File: src/rtl/bbc_consts.svh
`ifndef BBC_CONSTS_SVH
`define BBC_CONSTS_SVH

// Memory cycle divider, 16 phases of the 32 MHz clock
`define BBC_PHASE_BITS 4
`define BBC_PHI0_START 4'd8

// SHEILA registers, compared against cpu address bits 15..2
`define BBC_ROMSEL_ADDR 14'h3F8C
`define BBC_ACCCON_ADDR 14'h3F8D

// Opcode fetches from C000-DFFF count as VDU driver code
`define BBC_VDU_REGION 3'b110

// Shadow window 3000-7FFF, on address bits 15..12
`define BBC_SHADOW_FIRST 4'h3
`define BBC_SHADOW_LAST 4'h7

// Screen wrap offsets added to MA bits 11..8
// Mode 3 restarts at 4000
`define BBC_WRAP_OFFS_0 4'd8
// Mode 6 restarts at 6000
`define BBC_WRAP_OFFS_1 4'd12
// Modes 0, 1 and 2 restart at 3000
`define BBC_WRAP_OFFS_2 4'd6
// Modes 4 and 5 restart at 5800
`define BBC_WRAP_OFFS_3 4'd11

`endif

File: src/rtl/bbc_bus_pkg.sv
`include "bbc_consts.svh"

package bbc_bus_pkg;

	typedef logic [15:0] cpu_addr_t;
	typedef logic [7:0] cpu_data_t;

	// ROM select latch at FE30
	typedef logic [7:0] romsel_t;

	// Access control at FE34, IRR TST IFJ ITU Y X E D from bit 7 down
	typedef logic [7:0] acccon_t;

	// Position within one CPU memory cycle
	typedef logic [`BBC_PHASE_BITS-1:0] cpu_phase_t;

endpackage

File: src/rtl/bbc_video_pkg.sv
package bbc_video_pkg;

	// CRTC refresh address
	typedef logic [13:0] crtc_ma_t;

	// CRTC raster row within a character
	typedef logic [4:0] crtc_ra_t;

	// Byte address into the 32K screen RAM
	typedef logic [14:0] disp_addr_t;

	// Selects one of four wrap offsets, set by the screen mode
	typedef logic [1:0] disp_offs_t;

endpackage

File: src/rtl/bbc_clocks.sv
`include "bbc_consts.svh"

module bbc_clocks (
	input  logic CLK32M_I,
	input  logic reset_n,
	output logic cpu_clken_o,
	output logic phi0_o
);

	bbc_bus_pkg::cpu_phase_t phase;

	// Free running, one lap per memory cycle
	always_ff @(posedge CLK32M_I) begin
		if (!reset_n) begin
			phase <= '0;
		end else begin
			phase <= phase + 1'b1;
		end
	end

	// Second half of the cycle belongs to the CPU
	assign phi0_o = (phase >= `BBC_PHI0_START);

	// CPU advances at the end of its slot
	assign cpu_clken_o = &phase;

endmodule

File: src/rtl/bbc_sys_regs.sv
`include "bbc_consts.svh"

module bbc_sys_regs (
	input  logic                    CLK32M_I,
	input  logic                    reset_n,
	input  logic                    cpu_clken_i,
	input  logic                    model_i,
	input  logic                    cpu_r_nw_i,
	input  logic                    cpu_sync_i,
	input  bbc_bus_pkg::cpu_addr_t  cpu_a_i,
	input  bbc_bus_pkg::cpu_data_t  cpu_do_i,
	output bbc_bus_pkg::romsel_t    romsel_o,
	output logic                    acc_y_o,
	output logic                    acc_d_o,
	output logic                    shadow_ram_o,
	output bbc_bus_pkg::cpu_data_t  cpu_di_o
);

	bbc_bus_pkg::romsel_t romsel;
	bbc_bus_pkg::acccon_t acccon;
	logic vdu_op;

	logic romsel_sel;
	logic acccon_sel;
	logic cpu_wr;
	logic in_shadow;

	// Register decode ignores the low two address bits
	assign romsel_sel = (cpu_a_i[15:2] == `BBC_ROMSEL_ADDR);
	assign acccon_sel = (cpu_a_i[15:2] == `BBC_ACCCON_ADDR);
	assign cpu_wr = cpu_clken_i & ~cpu_r_nw_i;

	always_ff @(posedge CLK32M_I) begin
		if (!reset_n) begin
			romsel <= '0;
		end else if (cpu_wr && romsel_sel) begin
			// Original model has only 16 ROM slots and no RAM bit
			romsel <= {cpu_do_i[7] & model_i, cpu_do_i[6:0]};
		end
	end

	// Only the Master has FE34
	always_ff @(posedge CLK32M_I) begin
		if (!reset_n) begin
			acccon <= '0;
		end else if (cpu_wr && acccon_sel && model_i) begin
			acccon <= cpu_do_i;
		end
	end

	// Remember where the last opcode came from
	always_ff @(posedge CLK32M_I) begin
		if (!reset_n) begin
			vdu_op <= 1'b0;
		end else if (cpu_clken_i && cpu_sync_i) begin
			vdu_op <= (cpu_a_i[15:13] == `BBC_VDU_REGION);
		end
	end

	assign in_shadow = (cpu_a_i[15:12] >= `BBC_SHADOW_FIRST) &&
		(cpu_a_i[15:12] <= `BBC_SHADOW_LAST);

	// X maps the window always; E only for VDU code data accesses
	assign shadow_ram_o = in_shadow &&
		(acccon[2] || (acccon[1] && vdu_op && !cpu_sync_i));

	always_comb begin
		cpu_di_o = '0;
		if (model_i) begin
			if (acccon_sel) begin
				cpu_di_o = acccon;
			end else if (romsel_sel) begin
				cpu_di_o = romsel;
			end
		end
	end

	assign romsel_o = romsel;
	assign acc_y_o = acccon[3];
	assign acc_d_o = acccon[0];

endmodule

File: src/rtl/bbc_ic32_latch.sv
module bbc_ic32_latch (
	input  logic                      CLK32M_I,
	input  logic                      reset_n,
	input  bbc_bus_pkg::cpu_data_t    sys_pb_i,
	output bbc_video_pkg::disp_offs_t disp_offs_o,
	output logic                      sound_enable_n_o,
	output logic                      keyb_enable_n_o,
	output logic                      caps_lock_led_n_o,
	output logic                      shift_lock_led_n_o
);

	logic [7:0] ic32;

	// PB2..0 address one latch bit, PB3 is its new value
	always_ff @(posedge CLK32M_I) begin
		if (!reset_n) begin
			ic32 <= '0;
		end else begin
			ic32[sys_pb_i[2:0]] <= sys_pb_i[3];
		end
	end

	// Bits 1 and 2 went to the speech chip, unused here
	assign sound_enable_n_o = ic32[0];
	assign keyb_enable_n_o = ic32[3];
	assign disp_offs_o = ic32[5:4];
	assign caps_lock_led_n_o = ic32[6];
	assign shift_lock_led_n_o = ic32[7];

endmodule

File: src/rtl/bbc_display_addr.sv
`include "bbc_consts.svh"

module bbc_display_addr (
	input  bbc_video_pkg::crtc_ma_t   crtc_ma_i,
	input  bbc_video_pkg::crtc_ra_t   crtc_ra_i,
	input  bbc_video_pkg::disp_offs_t disp_offs_i,
	output bbc_video_pkg::disp_addr_t disp_a_o
);

	logic [3:0] wrap_offs;
	logic [3:0] nibble;

	always_comb begin
		case (disp_offs_i)
			2'b00: wrap_offs = `BBC_WRAP_OFFS_0;
			2'b01: wrap_offs = `BBC_WRAP_OFFS_1;
			2'b10: wrap_offs = `BBC_WRAP_OFFS_2;
			default: wrap_offs = `BBC_WRAP_OFFS_3;
		endcase
	end

	// MA12 marks an address past 8000 that must wrap back into the screen
	assign nibble = crtc_ma_i[11:8] + (crtc_ma_i[12] ? wrap_offs : 4'd0);

	always_comb begin
		if (crtc_ma_i[13]) begin
			// Teletext, 1K screen at 3C00 or 7C00
			disp_a_o = {nibble[3], 4'b1111, crtc_ma_i[9:0]};
		end else begin
			// Bitmap modes, 8 raster rows per character cell
			disp_a_o = {nibble, crtc_ma_i[7:0], crtc_ra_i[2:0]};
		end
	end

endmodule

File: src/rtl/bbc_glue.sv
module bbc_glue (
	input  logic                     CLK32M_I,
	input  logic                     reset_n,
	input  logic                     model_i,
	input  logic                     cpu_r_nw_i,
	input  logic                     cpu_sync_i,
	input  bbc_bus_pkg::cpu_addr_t   cpu_a_i,
	input  bbc_bus_pkg::cpu_data_t   cpu_do_i,
	input  bbc_video_pkg::crtc_ma_t  crtc_ma_i,
	input  bbc_video_pkg::crtc_ra_t  crtc_ra_i,
	input  bbc_bus_pkg::cpu_data_t   sys_pb_i,
	output bbc_bus_pkg::cpu_addr_t   mem_adr_o,
	output logic                     mem_we_o,
	output bbc_bus_pkg::cpu_data_t   mem_do_o,
	output bbc_bus_pkg::cpu_data_t   cpu_di_o,
	output logic                     phi0_o,
	output logic                     mem_sync_o,
	output bbc_bus_pkg::romsel_t     romsel_o,
	output logic                     acc_y_o,
	output logic                     shadow_ram_o,
	output logic                     shadow_vid_o,
	output logic                     sound_enable_n_o,
	output logic                     keyb_enable_n_o,
	output logic                     caps_lock_led_n_o,
	output logic                     shift_lock_led_n_o
);

	logic cpu_clken;
	logic phi0;
	logic acc_d;
	bbc_video_pkg::disp_offs_t disp_offs;
	bbc_video_pkg::disp_addr_t disp_a;

	bbc_clocks u_clocks (
		.CLK32M_I    (CLK32M_I),
		.reset_n     (reset_n),
		.cpu_clken_o (cpu_clken),
		.phi0_o      (phi0)
	);

	bbc_sys_regs u_sys_regs (
		.CLK32M_I     (CLK32M_I),
		.reset_n      (reset_n),
		.cpu_clken_i  (cpu_clken),
		.model_i      (model_i),
		.cpu_r_nw_i   (cpu_r_nw_i),
		.cpu_sync_i   (cpu_sync_i),
		.cpu_a_i      (cpu_a_i),
		.cpu_do_i     (cpu_do_i),
		.romsel_o     (romsel_o),
		.acc_y_o      (acc_y_o),
		.acc_d_o      (acc_d),
		.shadow_ram_o (shadow_ram_o),
		.cpu_di_o     (cpu_di_o)
	);

	bbc_ic32_latch u_ic32 (
		.CLK32M_I           (CLK32M_I),
		.reset_n            (reset_n),
		.sys_pb_i           (sys_pb_i),
		.disp_offs_o        (disp_offs),
		.sound_enable_n_o   (sound_enable_n_o),
		.keyb_enable_n_o    (keyb_enable_n_o),
		.caps_lock_led_n_o  (caps_lock_led_n_o),
		.shift_lock_led_n_o (shift_lock_led_n_o)
	);

	bbc_display_addr u_disp_addr (
		.crtc_ma_i   (crtc_ma_i),
		.crtc_ra_i   (crtc_ra_i),
		.disp_offs_i (disp_offs),
		.disp_a_o    (disp_a)
	);

	// Video owns the RAM in the first half of each cycle
	assign mem_adr_o = phi0 ? cpu_a_i : {1'b0, disp_a};
	assign mem_we_o = ~cpu_r_nw_i & phi0;
	assign mem_do_o = cpu_do_i;

	// SDRAM controller locks onto the CPU cycle
	assign mem_sync_o = cpu_clken;
	assign phi0_o = phi0;
	assign shadow_vid_o = acc_d;

endmodule

File: config.mk
export PLATFORM = sky130hd
export DESIGN_NAME = bbc_glue
export DESIGN_NICKNAME = d
export VERILOG_FILES = /design/src/rtl/bbc_bus_pkg.sv /design/src/rtl/bbc_video_pkg.sv /design/src/rtl/bbc_clocks.sv /design/src/rtl/bbc_sys_regs.sv /design/src/rtl/bbc_ic32_latch.sv /design/src/rtl/bbc_display_addr.sv /design/src/rtl/bbc_glue.sv
export VERILOG_INCLUDE_DIRS = /design/src /design/src/rtl
export SDC_FILE = /design/constraint.sdc
export NUM_CORES = 1
export LEC_CHECK = 0
export ABC_AREA = 1
export BUFFER_PORTS_ARGS = -buffer_cell sky130_fd_sc_hd__clkbuf_2
export CORE_AREA = 2 2 68 70
export DETAILED_ROUTE_END_ITERATION = 10
export DIE_AREA = 0 0 70 72
export MAX_ROUTING_LAYER = met4
export PLACE_DENSITY = 0.84
export REMOVE_ABC_BUFFERS = 1
export SLEW_MARGIN = 10
export SYNTH_ARGS = -nofsm -noshare
export SYNTH_HDL_FRONTEND = slang
export SYNTH_SLANG_ARGS = --single-unit
File: constraint.sdc
create_clock -name CLK32M_I -period 5.9 [get_ports CLK32M_I]
set_clock_uncertainty 0.1 [all_clocks]
set_input_delay 1.18 -clock CLK32M_I [delete_from_list [all_inputs] [get_ports CLK32M_I]]
set_output_delay 1.18 -clock CLK32M_I [all_outputs]
set_load 0.02 [all_outputs]
==> summary.txt, run 1 <==
Status - complete, no violations
Fin. max-slew vios - 0
Hold endpoint - u_ic32.ic32[0]
Initial DRC count - 86
CP peak stage delay - 0.34 ns
Gate Count Post-Synth - 347
CTS Buf Count - 3
CTS tree - built
Setup Fix Bufs, Post-CTS - 0
Synth top area share - 26.4%
Antenna viol nets, final - 0
Clock sink count - 27
Largest net degree at the start of global routing - 26
Post-synthesis register bit count - 27
Share of post-route cells with drive strength above 1 - 26.6%
Post-synth top area cell - dfxtp_1
Nets - 497
Total power - 387 uW
Die H - 72 um
RSZ-0062 raised after global routing - no
Worst reg2reg path depth - 6
Row cnt - 24
Crit path capture type - output pin
Initial antenna violation count - 0
I/O Buffers - 99
Placer congestion estimate - 0.841
DP HPWL - 3.86 mm
Die area - 5040 um^2
Worst slew margin - 52.3%
Hold crit path type - reg -> reg
Final setup viols - 0
Slowest-stage cell, CP - o21ai_0
Initial Util - 48.0%
Die Wd - 70 um
Worst Setup Start Kind - input port
DRC violations left - 0
Worst r2r src - u_clocks.phase[3]
Final worst-path cycle share - 66.9%
Post-cts sizing count - 0
Most frequent cells in the layout - clkbuf_2 (99), nand2_1 (86), inv_1 (71)
Worst hold slack - 0.351 ns
Total gr overflow - 0
Setup TNS - 0 ns
Clock Tree Buf Depth - 2
Post-synth EDFFs - 0
Routed WL - 4.94 mm
Clock latency at the later pin of the worst-skew pair - 0.27 ns
Via density - 4.68
Dominant synthesized flop cell - dfxtp_1
VDD IR-drop max - 0.000119 V
H-tree levels - 1
Worst R2R Setup Slack - 4.00 ns
Fin. Hold Viols - 0
GRT Overall Usage - 19.9%
CP Max Fanout - 3
Lkg Pwr - 0.00150 uW
Reg-to-Reg End - u_sys_regs.romsel_o[1]
Fmax - 0.253 GHz
Global-route wire length before repair - 8.16 mm
Root Buffer - clkbuf_8
Asr flop ratio synth - 0%
Minimum clock period - 3.95 ns
Pwr dens - 153 nW/um^2
Vias in the first global route - 2015
WL per Instance - 10.2 um
Family with the most delay on the worst path - compound AO/OA/AOI/OAI gates
Register area share after synthesis - 26.4%
HP Start - u_ic32.ic32[0]
Syn Std Cell Area - 2050 um^2
Core area - 4260 um^2
Clk slew on worst S/H paths - 0.09 ns
Synth Warn # - 0
Worst Hold Path Cells - 2
CTS Hold Bufs - 0
Crit-path cells - clkbuf_2, inv_1, o21ai_0, ha_1, and3_1, o21ai_0, nand3_1, nand2_1, clkbuf_2
Worst Tran Pin Value - 0.715 ns
Utilization of the core after routing - 59.5%
TritonRoute pass-1 iters - 4
Area delta synth->final - 24.0%
Buffers & Inverters on Critical Path - 3
Max_cap viols - 0
Antenna cells - 0
Count of boundary I/O pins - 106
Most common cell after layout, fill and taps aside - clkbuf_2
Number of distinct library cells after synthesis - 29
Average size of a mapped cell - 5.90 um^2
Vias - 2265
CP Data Arrival Time - 2.67 ns
Setup CP Type - in -> out
Top cells by area, synth - dfxtp_1 (26%), nand2_1 (16%), inv_1 (13%)
Worst EP required - 4.62 ns
[stage by stage]
step / cells / cell area (um^2) / setup WS [ns]
2_1_floorplan: 329 / 1930 / 2.26
3_3_place_gp: 480 / 2490 / 2.00
3_5_place_dp: 480 / 2490 / 1.97
4_1_cts: 484 / 2540 / 1.96
5_1_grt: 484 / 2540 / 1.81
6_report: 484 / 2540 / 1.95
[sequential cells by signal (all words and copies together) (netlist names)]
name	flops
u_ic32.ic32	6
u_sys_regs.vdu_op	1
u_clocks.phase	4
u_sys_regs.acccon	8
u_sys_regs.romsel_o	8
[synth_stat cells, types with 2 or more instances]
cell type / instances
xor2_1: 2
nand2_1: 86
nor3_1: 2
inv_2: 3
nor2_1: 50
buf_4: 8
buf_6: 2
nand3_1: 16
a21oi_1: 27
inv_1: 71
nor2_2: 4
a211oi_1: 4
ha_1: 7
clkbuf_1: 7
dfxtp_1: 27
o21ai_0: 18
[report_power, final]
group          leakage [uW]  switching [uW]  internal, uW
Combinational       0.00126            57.3          34.7
Sequential         0.000219            2.96           186
Clock             0.0000228            57.8          48.5
Total               0.00150             118           269
[worst max path at each step]
stage | from | to | slack (ns) | depth (start not counted)
2_1_floorplan | crtc_ma_i[12] | mem_adr_o[13] | 2.26 | 8
3_3_place_gp | crtc_ma_i[12] | mem_adr_o[14] | 2.00 | 9
3_5_place_dp | crtc_ma_i[12] | mem_adr_o[14] | 1.97 | 9
4_1_cts | crtc_ma_i[12] | mem_adr_o[14] | 1.96 | 9
5_1_grt | crtc_ma_i[12] | mem_adr_o[13] | 1.81 | 10
6_report | crtc_ma_i[12] | mem_adr_o[14] | 1.95 | 9
[metal layers]
layer	vias to the layer above	global-route usage [%]	routed length, um
met4	0	7.48	76
met2	63	35.9	2430
met3	6	2.50	268
met1	983	22.7	2170
li1	1213	-	-
met5	-	-	0
[cells by family after synthesis]
group,Yosys count,synth area share [%]
flip-flops,27,26.4
AND/OR/NAND/NOR,164,34.1
XOR/XNOR,2,0.856
AO/OA/AOI/OAI,53,14.0
buffers and inverters,93,19.4
adder cells (fa/ha/maj),8,5.26
[layout make-up]
cell class,instances,area [um^2]
Tap cell,52,65.1
Multi-Input combinational cell,227,1110
Clock buffer,4,45.0
Timing Repair Buffer,99,495
Inverter,75,283
Fill cell,440,1730
Sequential cell,27,541
[worst min-delay path, stage by stage, from the launching register on]
cell and delay (ns):
dfxtp_1 0.32, inv_1 0.05, a21oi_1 0.05
Note: power is estimated with default switching activity, not from simulation.
==> inputs of run 2 (changes only) <==
--- a/config.mk
+++ b/config.mk
@@ -8,11 +8,11 @@
 export LEC_CHECK = 0
 export ABC_AREA = 1
 export BUFFER_PORTS_ARGS = -buffer_cell sky130_fd_sc_hd__clkbuf_2
-export CORE_AREA = 2 2 68 70
+export CORE_AREA = 2 2 70 72
 export DETAILED_ROUTE_END_ITERATION = 10
-export DIE_AREA = 0 0 70 72
+export DIE_AREA = 0 0 72 74
 export MAX_ROUTING_LAYER = met4
-export PLACE_DENSITY = 0.84
+export PLACE_DENSITY = 0.79
 export REMOVE_ABC_BUFFERS = 1
 export SLEW_MARGIN = 10
 export SYNTH_ARGS = -nofsm -noshare
==> constraint.sdc (replaced) <==
create_clock -name CLK32M_I -period 4 [get_ports CLK32M_I]
set_clock_uncertainty 0.1 [all_clocks]
set_input_delay 0.8 -clock CLK32M_I [delete_from_list [all_inputs] [get_ports CLK32M_I]]
set_output_delay 0.8 -clock CLK32M_I [all_outputs]
set_load 0.02 [all_outputs]
==> summary.txt, run 2 (same netlist as run 1, synthesis figures left out) <==
Die Wd - 72 um (+2.9%)
Root Buffer - clkbuf_8
Minimum clock period - 3.20 ns
Largest net degree at the start of global routing - 26 (unchanged)
Via density - 4.68 (about the same)
Final worst-path cycle share - 80.1%
Global-route wire length before repair - 7.94 mm (-2.7%)
WL met3 - 302 um (+13%)
Pwr dens - 225 nW/um^2 (+47%)
Crit path capture type - output pin
TritonRoute pass-1 iters - 4 (unchanged)
Setup TNS - 0 ns (unchanged)
Die area - 5330 um^2 (+5.7%)
Final setup viols - 0 (unchanged)
Core area - 4600 um^2 (+7.8%)
Clock latency at the later pin of the worst-skew pair - 0.27 ns (about the same)
Top Layer Used - met4
Initial DRC count - 90 (+4.7%)
Utilization of the core after routing - 55.2% (-4.3 points)
Vias - 2276 (+0.49%)
Buffers & Inverters on Critical Path - 3 (unchanged)
Total gr overflow - 0 (unchanged)
Status - complete, no violations
Most common cell after layout, fill and taps aside - clkbuf_2
Post-cts sizing count - 0 (unchanged)
Lkg Pwr - 0.00150 uW (unchanged)
Worst slew margin - 51.1% (-1.2 points)
CP Data Arrival Time - 2.30 ns (-0.37 ns)
CP Depth - 9 (unchanged)
Fmax - 0.312 GHz
Count of boundary I/O pins - 106 (unchanged)
Placer congestion estimate - 0.828 (-1.6%)
I/O Buffers - 99 (unchanged)
Setup CP Type - in -> out
Metal2 WL - 2.41 mm (-0.58%)
Most frequent cells in the layout - clkbuf_2 (99), nand2_1 (86), inv_1 (71)
Routed WL - 5.12 mm (+3.6%)
Worst reg2reg path depth - 5 (-1)
Fill cells - 476 (+8.2%)
DRC violations left - 0 (unchanged)
Clock Tree Buf Depth - 2 (unchanged)
H-tree levels - 1 (unchanged)
CTS Hold Bufs - 0 (unchanged)
Area delta synth->final - 24.2% (about the same)
Nets - 497 (unchanged)
Setup Fix Bufs, Post-CTS - 0 (unchanged)
Post-Route M1 WL - 2.33 mm (+7.4%)
DP HPWL - 3.91 mm (+1.2%)
Row cnt - 25 (+4.2%)
CP peak stage delay - 0.37 ns (+0.03 ns)
Initial antenna violation count - 0 (unchanged)
Fin. Hold Viols - 0 (unchanged)
Family with the most delay on the worst path - compound AO/OA/AOI/OAI gates
Fin. max-slew vios - 0 (unchanged)
Initial Util - 44.5% (-3.5 points)
Clk slew on worst S/H paths - 0.08 ns (about the same)
Clock sink count - 27 (unchanged)
WL per Instance - 10.5 um (+3.2%)
Slowest-stage cell, CP - o21ai_0
RSZ-0062 raised after global routing - no
GRT Overall Usage - 18.9% (-0.96 points)
Max_cap viols - 0 (unchanged)
Worst Tran Pin Value - 0.733 ns (+0.0178 ns)
Die H - 74 um (+2.8%)
Antenna cells - 0 (unchanged)
Hold crit path type - reg -> reg
CTS tree - built
VDD IR-drop max - 0.000116 V (-3.0%)
Worst Setup Start Kind - input port
Vias in the first global route - 1908 (-5.3%)
Worst Hold Path Cells - 2 (unchanged)
Antenna viol nets, final - 0 (unchanged)
CP Max Fanout - 3 (unchanged)
Crit-path cells - clkbuf_2, inv_1, o21ai_0, ha_1, and3_1, o21ai_0, nand3_1, nand2_1, clkbuf_2
Share of post-route cells with drive strength above 1 - 26.6% (unchanged)
Worst EP required - 3.10 ns (-1.52 ns)
CTS Buf Count - 3 (unchanged)
## run 2: final cells by class
class	instances	area, um^2	share of cell area (%)
multi-input combinational	227	1110	43.6
clock buffer	4	45.0	1.77
tap	54	67.6	2.66
sequential	27	541	21.3
inverter	75	283	11.1
timing repair buffer	99	495	19.5
## run 2: final timing paths
check / start / end / slack, ns
max: crtc_ma_i[12] / mem_adr_o[14] / 0.80
min: u_ic32.ic32[0] / u_ic32.ic32[0] / 0.35
max reg2reg: u_clocks.phase[3] / u_sys_regs.romsel_o[6] / 2.03
min reg2reg: u_ic32.ic32[0] / u_ic32.ic32[0] / 0.35
## run 2: through the flow
stage | hold slack (ns) | worst slack, ns | total power (uW) | area, um^2 | instances
6_report | 0.350 | 0.797 | 571 | 2540 | 486
4_1_cts | 0.353 | 0.813 | 574 | 2540 | 486
3_5_place_dp | 0.339 | 0.816 | 420 | 2490 | 482
2_1_floorplan | 0.330 | 1.12 | 351 | 1930 | 329
5_1_grt | 0.388 | 0.700 | 602 | 2540 | 486
3_3_place_gp | 0.333 | 0.849 | 418 | 2490 | 482
## run 2: tightest hold or removal path, stage by stage, from the launching register on
cell and delay (ns):
dfxtp_1 0.32, inv_1 0.05, a21oi_1 0.05
## run 2: per-layer routing
| layer | vias up | GRT usage, % |
|---|---|---|
| li1 | 1218 | - |
| met1 | 984 | 22.2 |
| met2 | 67 | 34.0 |
| met3 | 7 | 2.30 |
| met4 | 0 | 5.87 |
| met5 | - | - |
## run 2: report_power, final
group          switching [uW]  leakage, uW  internal, uW
registers                4.03     0.000219           274
clock network            85.6    0.0000228          71.5
logic                    84.6      0.00126          51.0
